File: config.mk
export PLATFORM = sky130hd
export DESIGN_NAME = fp_slice_top
export DESIGN_NICKNAME = d
export VERILOG_FILES = /design/src/slice_op_pkg.sv /design/src/slice_fmt_pkg.sv /design/src/lane_result_if.sv /design/src/fp_slice_top.sv /design/src/result_assembler.sv /design/src/cpk_target_pipe.sv /design/src/lane_array.sv /design/src/nc_lane.sv
export SDC_FILE = /design/constraint.sdc
export NUM_CORES = 1
export LEC_CHECK = 0
export BUFFER_PORTS_ARGS = -buffer_cell sky130_fd_sc_hd__buf_2
export CORE_UTILIZATION = 30
export CTS_CLUSTER_DIAMETER = 120
export DETAILED_ROUTE_END_ITERATION = 8
export GPL_ROUTABILITY_DRIVEN = 0
export MAX_ROUTING_LAYER = met4
export PLACE_DENSITY = 0.56
export SYNTH_ARGS = -nofsm -noshare
export SYNTH_HDL_FRONTEND = slang
export SYNTH_SLANG_ARGS = --single-unit
export TNS_END_PERCENT = 10
File: constraint.sdc
create_clock -name clk_i -period 7.5 [get_ports clk_i]
set_clock_uncertainty 0.1 [all_clocks]
set_input_delay 0.375 -clock clk_i [delete_from_list [all_inputs] [get_ports clk_i]]
set_output_delay 0.375 -clock clk_i [all_outputs]
set_load 0.05 [all_outputs]
File: src/slice_op_pkg.sv
package slice_op_pkg;

  localparam int unsigned NUM_PIPE_REGS = 2; // Register stages in lanes and bypass
  localparam int unsigned NUM_OPERANDS  = 3;
  localparam int unsigned NUM_CPK_SLOTS = 4; // Destination slots for cast-and-pack

  typedef enum logic [2:0] {
    SGNJ  = 3'd0,
    SGNJN = 3'd1,
    SGNJX = 3'd2,
    MIN   = 3'd3,
    MAX   = 3'd4,
    CPKAB = 3'd5,
    CPKCD = 3'd6
  } operation_e;

  // IEEE flags, ordered NV DZ OF UF NX from the top bit
  typedef logic [4:0] status_t;
  localparam int unsigned STATUS_NV = 4;

  // ----------------------------------------------------------
  // Side information travelling with lane 0
  // ----------------------------------------------------------
  typedef logic [2:0] aux_t;
  localparam int unsigned AUX_CPK_BIT = 2; // Result is a cast-and-pack
  localparam int unsigned AUX_VEC_BIT = 1; // Result is a vector
  localparam int unsigned AUX_FMT_BIT = 0; // Destination format

  typedef logic [1:0] vec_op_t; // Pack slot, {CPKCD, op_mod}

endpackage

File: src/slice_fmt_pkg.sv
package slice_fmt_pkg;

  // ----------------------------------------------------------
  // Datapath geometry
  // ----------------------------------------------------------
  localparam int unsigned WIDTH       = 64; // Full operand/result word
  localparam int unsigned NUM_LANES   = 4;  // Enough lanes for the narrowest format
  localparam int unsigned LANE_WIDTH  = 32; // Widest element handled by a lane
  localparam int unsigned NUM_FORMATS = 2;

  // Encoding doubles as the index into per-format result arrays
  typedef enum logic [0:0] {
    FP32 = 1'b0,
    FP16 = 1'b1
  } fp_format_e;

  typedef logic [WIDTH-1:0]      data_t;
  typedef logic [LANE_WIDTH-1:0] lane_data_t;
  typedef logic [NUM_LANES-1:0]  lane_mask_t; // One bit per lane

  // Total element width of a format
  function automatic int unsigned fp_width(fp_format_e fmt);
    if (fmt == FP16) begin
      return 16;
    end
    return 32;
  endfunction

  // Stored mantissa bits, without the hidden one
  function automatic int unsigned man_bits(fp_format_e fmt);
    if (fmt == FP16) begin
      return 10;
    end
    return 23;
  endfunction

endpackage
File: src/lane_result_if.sv
`timescale 1ns/1ps

interface lane_result_if;
  import slice_fmt_pkg::*;
  import slice_op_pkg::*;

  lane_data_t [NUM_LANES-1:0] lane_result;
  status_t    [NUM_LANES-1:0] lane_status;
  lane_mask_t                 lane_mask;  // SIMD mask as it left each lane
  lane_mask_t                 lane_valid; // Already gated for scalar results
  aux_t                       aux;        // From lane 0 only
  logic                       out_ready;

  modport producer (
    output lane_result, lane_status, lane_mask, lane_valid, aux,
    input  out_ready
  );

  modport consumer (
    input  lane_result, lane_status, lane_mask, lane_valid, aux,
    output out_ready
  );

endinterface

File: src/fp_slice_top.sv
`timescale 1ns/1ps

module fp_slice_top (
  input  logic                      clk_i,
  input  logic                      rst_i,
  input  logic                      flush_i,
  input  slice_fmt_pkg::data_t      operand_a_i,
  input  slice_fmt_pkg::data_t      operand_b_i,
  input  slice_fmt_pkg::data_t      operand_c_i,
  input  slice_op_pkg::operation_e  op_i,
  input  logic                      op_mod_i,
  input  logic                      rnd_mode_i,
  input  slice_fmt_pkg::fp_format_e src_fmt_i,
  input  slice_fmt_pkg::fp_format_e dst_fmt_i,
  input  logic                      vectorial_op_i,
  input  slice_fmt_pkg::lane_mask_t simd_mask_i,
  input  logic                      in_valid_i,
  output logic                      in_ready_o,
  input  logic                      out_ready_i,
  output slice_fmt_pkg::data_t      result_o,
  output slice_op_pkg::status_t     status_o,
  output logic                      out_valid_o,
  output logic                      busy_o
);
  import slice_fmt_pkg::*;
  import slice_op_pkg::*;

  data_t      operands[NUM_OPERANDS];
  operation_e lane_op;
  logic       is_cpk, byp_in_valid, byp_out_ready;
  vec_op_t    vec_op, target_vec_op;
  aux_t       aux;
  data_t      target_q;

  lane_result_if lane_if ();

  assign operands = '{operand_a_i, operand_b_i, operand_c_i};

  // ----------------------------------------------------------
  // Input decode
  // ----------------------------------------------------------
  always_comb begin : fold_rnd_mode
    lane_op = op_i;
    if ((op_i == MIN) && rnd_mode_i) begin
      lane_op = MAX;
    end
  end

  assign is_cpk = (op_i == CPKAB) || (op_i == CPKCD);
  assign vec_op = {op_i == CPKCD, op_mod_i}; // Pack slot 0..3
  assign aux    = {is_cpk, vectorial_op_i, dst_fmt_i};

  // Bypass only takes what lane 0 takes, so both stay in step
  assign byp_in_valid  = in_valid_i & vectorial_op_i & in_ready_o;
  assign byp_out_ready = out_ready_i & lane_if.aux[AUX_VEC_BIT];

  lane_array lane_array_i (
    .clk_i          (clk_i),
    .rst_i          (rst_i),
    .flush_i        (flush_i),
    .operand_a_i    (operands[0]),
    .operand_b_i    (operands[1]),
    .op_i           (lane_op),
    .src_fmt_i      (src_fmt_i),
    .vectorial_op_i (vectorial_op_i),
    .simd_mask_i    (simd_mask_i),
    .aux_i          (aux),
    .in_valid_i     (in_valid_i),
    .in_ready_o     (in_ready_o),
    .busy_o         (busy_o),
    .result_if      (lane_if)
  );

  cpk_target_pipe cpk_target_pipe_i (
    .clk_i       (clk_i),
    .rst_i       (rst_i),
    .flush_i     (flush_i),
    .target_i    (operands[2]),
    .vec_op_i    (vec_op),
    .in_valid_i  (byp_in_valid),
    .out_ready_i (byp_out_ready),
    .target_o    (target_q),
    .vec_op_o    (target_vec_op)
  );

  result_assembler result_assembler_i (
    .result_if   (lane_if),
    .out_ready_i (out_ready_i),
    .target_i    (target_q),
    .vec_op_i    (target_vec_op),
    .result_o    (result_o),
    .status_o    (status_o),
    .out_valid_o (out_valid_o)
  );

endmodule

File: src/result_assembler.sv
`timescale 1ns/1ps

module result_assembler (
  lane_result_if.consumer         result_if,
  input  logic                    out_ready_i,
  input  slice_fmt_pkg::data_t    target_i,
  input  slice_op_pkg::vec_op_t   vec_op_i,
  output slice_fmt_pkg::data_t    result_o,
  output slice_op_pkg::status_t   status_o,
  output logic                    out_valid_o
);
  import slice_fmt_pkg::*;
  import slice_op_pkg::*;

  data_t      fmt_result[NUM_FORMATS];
  data_t      cpk_result[NUM_FORMATS][NUM_CPK_SLOTS];
  fp_format_e res_fmt;
  logic       res_cpk;

  assign res_fmt = fp_format_e'(result_if.aux[AUX_FMT_BIT]);
  assign res_cpk = result_if.aux[AUX_CPK_BIT];

  // ----------------------------------------------------------
  // Per-format packing
  // ----------------------------------------------------------
  for (genvar fmt = 0; fmt < NUM_FORMATS; fmt++) begin : gen_fmt
    localparam int unsigned FPW = fp_width(fp_format_e'(fmt));

    // Idle lanes stay all ones, which NaN-boxes scalar results
    always_comb begin : pack_lanes
      fmt_result[fmt] = '1;
      for (int l = 0; l < NUM_LANES; l++) begin
        if (result_if.lane_valid[l] && ((l + 1) * FPW <= WIDTH)) begin
          fmt_result[fmt][l*FPW +: FPW] = result_if.lane_result[l][FPW-1:0];
        end
      end
    end

    for (genvar s = 0; s < NUM_CPK_SLOTS; s++) begin : gen_slot
      if (2 * (s + 1) * FPW <= WIDTH) begin : fits
        always_comb begin : pack_cpk
          cpk_result[fmt][s] = target_i; // Operand C pre-load
          cpk_result[fmt][s][2*s*FPW +: 2*FPW] = fmt_result[fmt][2*FPW-1:0];
        end
      end else begin : no_fit
        assign cpk_result[fmt][s] = '0;
      end
    end
  end

  assign result_o = res_cpk ? cpk_result[res_fmt][vec_op_i] : fmt_result[res_fmt];

  // Lanes past the format's lane count never flag
  always_comb begin : collapse_status
    status_t acc;
    acc = '0;
    for (int l = 0; l < NUM_LANES; l++) begin
      if (result_if.lane_valid[l] && (l * fp_width(res_fmt) < WIDTH)) begin
        acc |= result_if.lane_status[l] & {$bits(status_t){result_if.lane_mask[l]}};
      end
    end
    status_o = acc;
  end

  assign out_valid_o         = result_if.lane_valid[0];
  assign result_if.out_ready = out_ready_i;

endmodule

File: src/cpk_target_pipe.sv
`timescale 1ns/1ps

module cpk_target_pipe (
  input  logic                   clk_i,
  input  logic                   rst_i,
  input  logic                   flush_i,
  input  slice_fmt_pkg::data_t   target_i,
  input  slice_op_pkg::vec_op_t  vec_op_i,
  input  logic                   in_valid_i,
  input  logic                   out_ready_i,
  output slice_fmt_pkg::data_t   target_o,
  output slice_op_pkg::vec_op_t  vec_op_o
);
  import slice_fmt_pkg::*;
  import slice_op_pkg::*;

  // Index i holds the item after i register stages
  data_t   target_q[NUM_PIPE_REGS+1];
  vec_op_t vec_op_q[NUM_PIPE_REGS+1];
  logic    valid_q [NUM_PIPE_REGS+1];
  logic [1:NUM_PIPE_REGS+1] ready;

  assign target_q[0] = target_i;
  assign vec_op_q[0] = vec_op_i;
  assign valid_q[0]  = in_valid_i;
  assign ready[NUM_PIPE_REGS+1] = out_ready_i;

  for (genvar i = 1; i <= NUM_PIPE_REGS; i++) begin : gen_stage
    assign ready[i] = ready[i+1] | ~valid_q[i];

    always_ff @(posedge clk_i) begin : stage_valid
      if (rst_i || flush_i) begin
        valid_q[i] <= 1'b0;
      end else if (ready[i]) begin
        valid_q[i] <= valid_q[i-1];
      end
    end

    always_ff @(posedge clk_i) begin : stage_data
      if (ready[i] && valid_q[i-1]) begin
        target_q[i] <= target_q[i-1];
        vec_op_q[i] <= vec_op_q[i-1];
      end
    end
  end

  assign target_o = target_q[NUM_PIPE_REGS]; // Lines up with lane outputs
  assign vec_op_o = vec_op_q[NUM_PIPE_REGS];

endmodule

File: src/lane_array.sv
`timescale 1ns/1ps

module lane_array (
  input  logic                      clk_i,
  input  logic                      rst_i,
  input  logic                      flush_i,
  input  slice_fmt_pkg::data_t      operand_a_i,
  input  slice_fmt_pkg::data_t      operand_b_i,
  input  slice_op_pkg::operation_e  op_i,
  input  slice_fmt_pkg::fp_format_e src_fmt_i,
  input  logic                      vectorial_op_i,
  input  slice_fmt_pkg::lane_mask_t simd_mask_i,
  input  slice_op_pkg::aux_t        aux_i,
  input  logic                      in_valid_i,
  output logic                      in_ready_o,
  output logic                      busy_o,
  lane_result_if.producer           result_if
);
  import slice_fmt_pkg::*;
  import slice_op_pkg::*;

  logic [NUM_LANES-1:0] lane_in_ready, lane_busy;
  aux_t                 lane_aux [NUM_LANES];
  logic                 is_cpk, result_is_vector;

  assign is_cpk           = (op_i == CPKAB) || (op_i == CPKCD);
  assign result_is_vector = lane_aux[0][AUX_VEC_BIT];

  for (genvar lane = 0; lane < NUM_LANES; lane++) begin : gen_lane
    lane_data_t a_local, b_local;
    logic       in_valid, out_valid, out_ready;

    always_comb begin : slice_operands
      a_local = lane_data_t'(operand_a_i >> (lane * fp_width(src_fmt_i)));
      b_local = lane_data_t'(operand_b_i >> (lane * fp_width(src_fmt_i)));
      if (is_cpk && (lane == 1)) begin
        a_local = lane_data_t'(operand_b_i); // Lane 1 packs the low element of B
      end
    end

    // Upper lanes follow lane 0 and only join in for vectors
    assign in_valid  = (lane == 0) ? in_valid_i :
                       (in_valid_i & vectorial_op_i & lane_in_ready[0]);
    assign out_ready = result_if.out_ready & ((lane == 0) | result_is_vector);
    assign result_if.lane_valid[lane] = out_valid & ((lane == 0) | result_is_vector);

    nc_lane nc_lane_i (
      .clk_i       (clk_i),
      .rst_i       (rst_i),
      .flush_i     (flush_i),
      .a_i         (a_local),
      .b_i         (b_local),
      .op_i        (op_i),
      .fmt_i       (src_fmt_i),
      .mask_i      (simd_mask_i[lane]),
      .aux_i       ((lane == 0) ? aux_i : aux_t'('0)),
      .in_valid_i  (in_valid),
      .in_ready_o  (lane_in_ready[lane]),
      .result_o    (result_if.lane_result[lane]),
      .status_o    (result_if.lane_status[lane]),
      .mask_o      (result_if.lane_mask[lane]),
      .aux_o       (lane_aux[lane]),
      .out_valid_o (out_valid),
      .out_ready_i (out_ready),
      .busy_o      (lane_busy[lane])
    );
  end

  assign result_if.aux = lane_aux[0];
  assign in_ready_o    = lane_in_ready[0]; // Upstream sees lane 0 only
  assign busy_o        = |lane_busy;

endmodule

File: src/nc_lane.sv
`timescale 1ns/1ps

module nc_lane #(
  parameter int unsigned num_stages = slice_op_pkg::NUM_PIPE_REGS
) (
  input  logic                     clk_i,
  input  logic                     rst_i,
  input  logic                     flush_i,
  input  slice_fmt_pkg::lane_data_t a_i,
  input  slice_fmt_pkg::lane_data_t b_i,
  input  slice_op_pkg::operation_e  op_i,
  input  slice_fmt_pkg::fp_format_e fmt_i,
  input  logic                     mask_i,
  input  slice_op_pkg::aux_t        aux_i,
  input  logic                     in_valid_i,
  output logic                     in_ready_o,
  output slice_fmt_pkg::lane_data_t result_o,
  output slice_op_pkg::status_t     status_o,
  output logic                     mask_o,
  output slice_op_pkg::aux_t        aux_o,
  output logic                     out_valid_o,
  input  logic                     out_ready_i,
  output logic                     busy_o
);
  import slice_fmt_pkg::*;
  import slice_op_pkg::*;

  logic [4:0] sign_pos, quiet_pos;
  lane_data_t mag_mask, man_mask, inf_pat, canon_nan;
  lane_data_t mag_a, mag_b, op_result;
  logic       sign_a, sign_b, nan_a, nan_b, snan_a, snan_b, a_lt_b;
  status_t    op_status;

  // ----------------------------------------------------------
  // Operation on one element
  // ----------------------------------------------------------
  always_comb begin : fmt_fields
    sign_pos  = 5'(fp_width(fmt_i) - 1);
    quiet_pos = 5'(man_bits(fmt_i) - 1);
    mag_mask  = (lane_data_t'(1) << sign_pos) - 1;
    man_mask  = (lane_data_t'(1) << man_bits(fmt_i)) - 1;
    inf_pat   = mag_mask & ~man_mask; // Exponent all ones
    canon_nan = inf_pat | (lane_data_t'(1) << quiet_pos);
  end

  assign sign_a = a_i[sign_pos];
  assign sign_b = b_i[sign_pos];
  assign mag_a  = a_i & mag_mask;
  assign mag_b  = b_i & mag_mask;
  assign nan_a  = ((mag_a & inf_pat) == inf_pat) && ((mag_a & man_mask) != '0);
  assign nan_b  = ((mag_b & inf_pat) == inf_pat) && ((mag_b & man_mask) != '0);
  assign snan_a = nan_a && !a_i[quiet_pos];
  assign snan_b = nan_b && !b_i[quiet_pos];

  // Sign decides first, so -0 orders below +0
  always_comb begin : compare
    if (sign_a != sign_b) begin
      a_lt_b = sign_a;
    end else if (sign_a) begin
      a_lt_b = mag_a > mag_b; // Both negative
    end else begin
      a_lt_b = mag_a < mag_b;
    end
  end

  always_comb begin : compute
    op_result = a_i; // CPK ops pass A through
    op_status = '0;
    case (op_i)
      SGNJ:  op_result[sign_pos] = sign_b;
      SGNJN: op_result[sign_pos] = ~sign_b;
      SGNJX: op_result[sign_pos] = sign_a ^ sign_b;
      MIN, MAX: begin
        op_status[STATUS_NV] = snan_a | snan_b;
        if (nan_a && nan_b) begin
          op_result = canon_nan;
        end else if (nan_a) begin
          op_result = b_i;
        end else if (nan_b) begin
          op_result = a_i;
        end else if ((op_i == MIN) == a_lt_b) begin
          op_result = a_i;
        end else begin
          op_result = b_i;
        end
      end
      default: op_result = a_i;
    endcase
  end

  // ----------------------------------------------------------
  // Handshaked pipeline, index i is the output of stage i
  // ----------------------------------------------------------
  lane_data_t res_q   [num_stages+1];
  status_t    status_q[num_stages+1];
  logic       mask_q  [num_stages+1];
  aux_t       aux_q   [num_stages+1];
  logic       valid_q [num_stages+1];
  logic [1:num_stages+1] ready; // Stage i can take an item

  assign res_q[0]    = op_result;
  assign status_q[0] = op_status;
  assign mask_q[0]   = mask_i;
  assign aux_q[0]    = aux_i;
  assign valid_q[0]  = in_valid_i;
  assign ready[num_stages+1] = out_ready_i;

  for (genvar i = 1; i <= num_stages; i++) begin : gen_stage
    assign ready[i] = ready[i+1] | ~valid_q[i]; // Empty or draining

    always_ff @(posedge clk_i) begin : stage_valid
      if (rst_i || flush_i) begin
        valid_q[i] <= 1'b0;
      end else if (ready[i]) begin
        valid_q[i] <= valid_q[i-1];
      end
    end

    always_ff @(posedge clk_i) begin : stage_data
      if (ready[i] && valid_q[i-1]) begin
        res_q[i]    <= res_q[i-1];
        status_q[i] <= status_q[i-1];
        mask_q[i]   <= mask_q[i-1];
        aux_q[i]    <= aux_q[i-1];
      end
    end
  end

  always_comb begin : busy_detect
    busy_o = 1'b0;
    for (int i = 1; i <= num_stages; i++) begin
      busy_o |= valid_q[i];
    end
  end

  assign in_ready_o  = ready[1];
  assign out_valid_o = valid_q[num_stages];
  assign result_o    = res_q[num_stages];
  assign status_o    = status_q[num_stages];
  assign mask_o      = mask_q[num_stages];
  assign aux_o       = aux_q[num_stages];

endmodule

==> reports/qor.yml <==
yosys:
  async_flop_share_pct: 0
  yosysMostFrequentCell: "edfxtp_1"
  synth_adder_area_share_pct: 6.95
  yosysTopAreaCell: "edfxtp_1"
  synth_compound_area_share_pct: 19.5
  netlist_top_cells_count: "edfxtp_1 (346), nand2_1 (216), a21oi_1 (173)"
  ys_ff_latch: 356
  syn_area_sq_um: 19600
  synth_ff_type: "edfxtp_1"
  ys_types: 78
  yosysSeqAreaShare_pct: 53.9
  syn_avg_cell_area_sq_um: 10.8
  synth_warnings: 0
  synth_top_family_by_area: "compound AO/OA/AOI/OAI gates"
  synth_edf_count: 346
  synthMuxAreaShare_pct: 1.74
  synth-simple-area-share_pct: 14.1
  postSynthCellCount: 1823
  synth_xor_area_share_pct: 0.134
  yosys-top-cells-area: "edfxtp_1 (53%), ha_1 (6.9%), a21oi_1 (4.4%), nand2_1 (4.1%), nor2_1 (2.4%)"
  yosys.area.top_type_share_pct: 52.9
floorplan:
  die_w_microns: 258
  pin_count: 281
  dieArea_sq_um: 66500
  core-area_sq_um: 64600
  die_y_microns: 258
  row_count: 93
  start_util_pct: 30.4
sta:
  hold_viol: 0
  setup_viol_count_final: 0
  period_needed_ns: 5.39
  slew_headroom_pct: 11.1
  fmax_mhz: 186
  hold_slack_ns: 0.0938
  fin_setup_tns_ns: 0
  tightest_slew_ns: 1.32
  slew_violations: 0
  rsz0062_at_grt: "no"
  period_share_pct: 71.8
worst_setup_path:
  critPathRequiredTime_ns: 7.67
  path_max_fanout: 30
  path_class: "input port to register"
  rr_worst_depth: 5
  start_kind: "input port"
  cp_data_arrival_time_ns: 5.56
  critPathMaxStageDelay_ns: 0.83
  path_cells: "buf_2 > xor2_1 > nand2_1 > inv_1 > o21ai_0 > ha_1 > nand4_1 > or4_1 > a21oi_1 > o31a_1 > o2bb2ai_1 > or4b_4 > a31oi_4 > nor2_1 > or3_1"
  slowest_stage: "a31oi_4"
  crit_path_end_kind: "register"
  reg2reg_to: "cpk_target_pipe_i.target_q[97]"
  r2r_start: "lane_array_i.gen_lane[0].nc_lane_i.out_valid_o"
  reg2reg_slack_ns: 3.77
clocking:
  cts_sinks: 356
  ctsLongestPathBuffers: 3
  root_buffer: "clkbuf_16"
  tritoncts: "yes"
  numCtsBuffers: 40
  clk_latency_ns: 0.54
  clk_pin_slew_ns: 0.06
  cts_htree_levels: 2
  post_cts_resized: 0
finish:
  multi_input_area_sq_um: 8520
  final_nets: 2478
  seq_area_sq_um: 10600
  post_route_cells_drive_above_1_share_pct: 18.8
  filler_cell_count: 6378
  syn_to_final_growth_pct: 22.4
routing:
  drcViolationCount: 0
  num_vias: 17100
  drt_wl_total_mm: 75.1
  postRouteAntennaNets: 0
  viasPerCell: 5.61
  dr.pass1.iters: 7
  drt_iter0_drc: 2171
  wl_per_cell_microns: 24.6
power_and_ir_drop:
  switching_share_pct: 27.3
  seq_power_share_pct: 45.9
  p_sw_w: 0.00140
  p_leak_nw: 9.25
  p_int_w: 0.00373
  peakVddDrop_uv: 151
  total_power_w: 0.00514
  power.density_cell_area_nw_per_um2: 214
  pwr-share-clk_pct: 37.9
  p_comb_share_pct: 16.2
outcome:
  outcome: "completed"
grt:
  grt_pass1_vias: 16300
  gr-total-overflow: 0
  grt_pass1_wl_mm: 108
  grt_max_degree: 105
  grt_util_all_layers_pct: 22.5
  grt_antenna_before_repair: 11
min_path:
  worstHoldPathType: "input port to register"
  hp-start: "operand_a_i[2]"
  hold_end: "lane_array_i.gen_lane[0].nc_lane_i.res_q[34]"
  min_path_cells: 2
placed_design:
  dpl.hpwl_mm: 57.3
  io_buffers: 276
job:
  maxCapViolCount: 0
cell usage in the layout (no fill, tap or decap), types with 10 or more instances in the layout:
cell             n
a211o_1         21
a211oi_1        13
a21o_1          22
a21oi_1        173
a22o_1          17
a22oi_1         12
and2_1          26
buf_2          275
buf_4           21
clkbuf_1        12
clkbuf_16       41
conb_1          38
dfxtp_1         10
dlygate4sd3_1   72
edfxtp_1       346
ha_1           109
inv_1           63
mux2i_1         33
nand2_1        216
nand2b_1        27
nand3_1         62
nand4_1         26
nor2_1         123
nor2b_1         24
nor3_1          18
nor4_1          28
o211ai_1        21
o21a_1          13
o21ai_0         72
o21bai_1        23
o221a_2         31
o221ai_1        46
o22ai_1         20
per-layer routing:
| metal | wire [microns] | GRT usage [%] | share of wire [%] | up-vias |
|---|---|---|---|---|
| met5 | 0 | - | 0 | - |
| met2 | 33300 | 33.9 | 44 | 987 |
| li1 | - | - | - | 7649 |
| met4 | 3140 | 8.43 | 4.2 | 0 |
| met3 | 6790 | 3.80 | 9.0 | 212 |
| met1 | 31800 | 30.1 | 42 | 8278 |
critical path: cells and delay by family:
family	cells	cell delay [ns]
AOI/OAI and AO/OA	5	1.58
xor gates and xnor gates	1	0.38
adders and majority gates	1	0.38
buffers and inverters	2	0.94
and+or+nand+nor	6	1.89
registers in the layout, summed over array words and instances, names as in the netlist:
signal and count:
lane_array_i.gen_lane.nc_lane_i.status_q 4, lane_array_i.gen_lane.nc_lane_i.aux_q 3, lane_array_i.gen_lane.nc_lane_i.mask_q 4, cpk_target_pipe_i.target_o 64
lane_array_i.gen_lane.nc_lane_i.status_o 4, lane_array_i.gen_lane.nc_lane_i.out_valid_o 4, lane_array_i.gen_lane.nc_lane_i.mask_o 4, lane_array_i.gen_lane.nc_lane_i.res_q 96
cpk_target_pipe_i.target_q 64, lane_array_i.gen_lane.nc_lane_i.result_o 96, lane_array_i.gen_lane.nc_lane_i.valid_q 4, cpk_target_pipe_i.vec_op_o 2
cpk_target_pipe_i.valid_q 2, lane_array_i.gen_lane.nc_lane_i.aux_o 3, cpk_target_pipe_i.vec_op_q 2
power groups by stage:
| stage | clock network (W) | logic (W) | registers [W] |
|---|---|---|---|
| after floorplan | 0 | 0.000481 | 0.00237 |
| after global placement | 0 | 0.000760 | 0.00240 |
| after detailed placement | 0 | 0.000773 | 0.00240 |
| after CTS | 0.00198 | 0.000806 | 0.00236 |
| after global routing | 0.00205 | 0.000893 | 0.00236 |
| final | 0.00195 | 0.000833 | 0.00236 |
per-stage QoR:
stage          std cells  worst slack, ns  util, %  cell area [sq um]
2_1_floorplan       1859             1.20        -              19800
3_3_place_gp        2901             1.94     34.1              22000
3_5_place_dp        2901             1.68     34.1              22000
4_1_cts             3047             2.24     37.2              24000
5_1_grt             3054             1.86     37.2              24000
6_report            3055             2.11     37.2              24000
area by class of cell:
class | instances | area share [%]
Antenna cell | 8 | 0.0833
Clock buffer | 54 | 4.51
Clock inverter | 20 | 0.880
Inverter | 64 | 1.00
Timing Repair Buffer | 370 | 9.55
Sequential cell | 356 | 44.1
Tap cell | 855 | 4.45
Multi-Input combinational cell | 1328 | 35.5
worst max-delay path by stage:
stage | startpoint | to | slack [ns] | cells past startpoint
final | op_i[0] | lane_array_i.gen_lane[1].nc_lane_i.res_q[59] | 2.11 | 15
after global routing | op_i[0] | lane_array_i.gen_lane[1].nc_lane_i.res_q[61] | 1.86 | 17
after CTS | op_i[0] | lane_array_i.gen_lane[1].nc_lane_i.res_q[59] | 2.24 | 15
after detailed placement | op_i[0] | lane_array_i.gen_lane[1].nc_lane_i.res_q[59] | 1.68 | 15
after global placement | op_i[0] | lane_array_i.gen_lane[1].nc_lane_i.res_q[62] | 1.94 | 17
after floorplan | lane_array_i.gen_lane[0].nc_lane_i.aux_o[1] | cpk_target_pipe_i.target_o[0] | 1.20 | 4
cell families after synthesis:
logic type,Yosys count
other,2
and+or+nand+nor,589
muxes,34
AOI/OAI and AO/OA,555
adders and majority gates,109
xor gates and xnor gates,3
buffers and inverters,175
DFF,356
repair_timing:
action | CTS | global route
hold buffers | 72 | 0
endpoints found under the setup margin | 0 | 0
buffers inserted | 0 | 0
hold endpoints to repair | 72 | 0
Power figures use the tool's default switching activity.
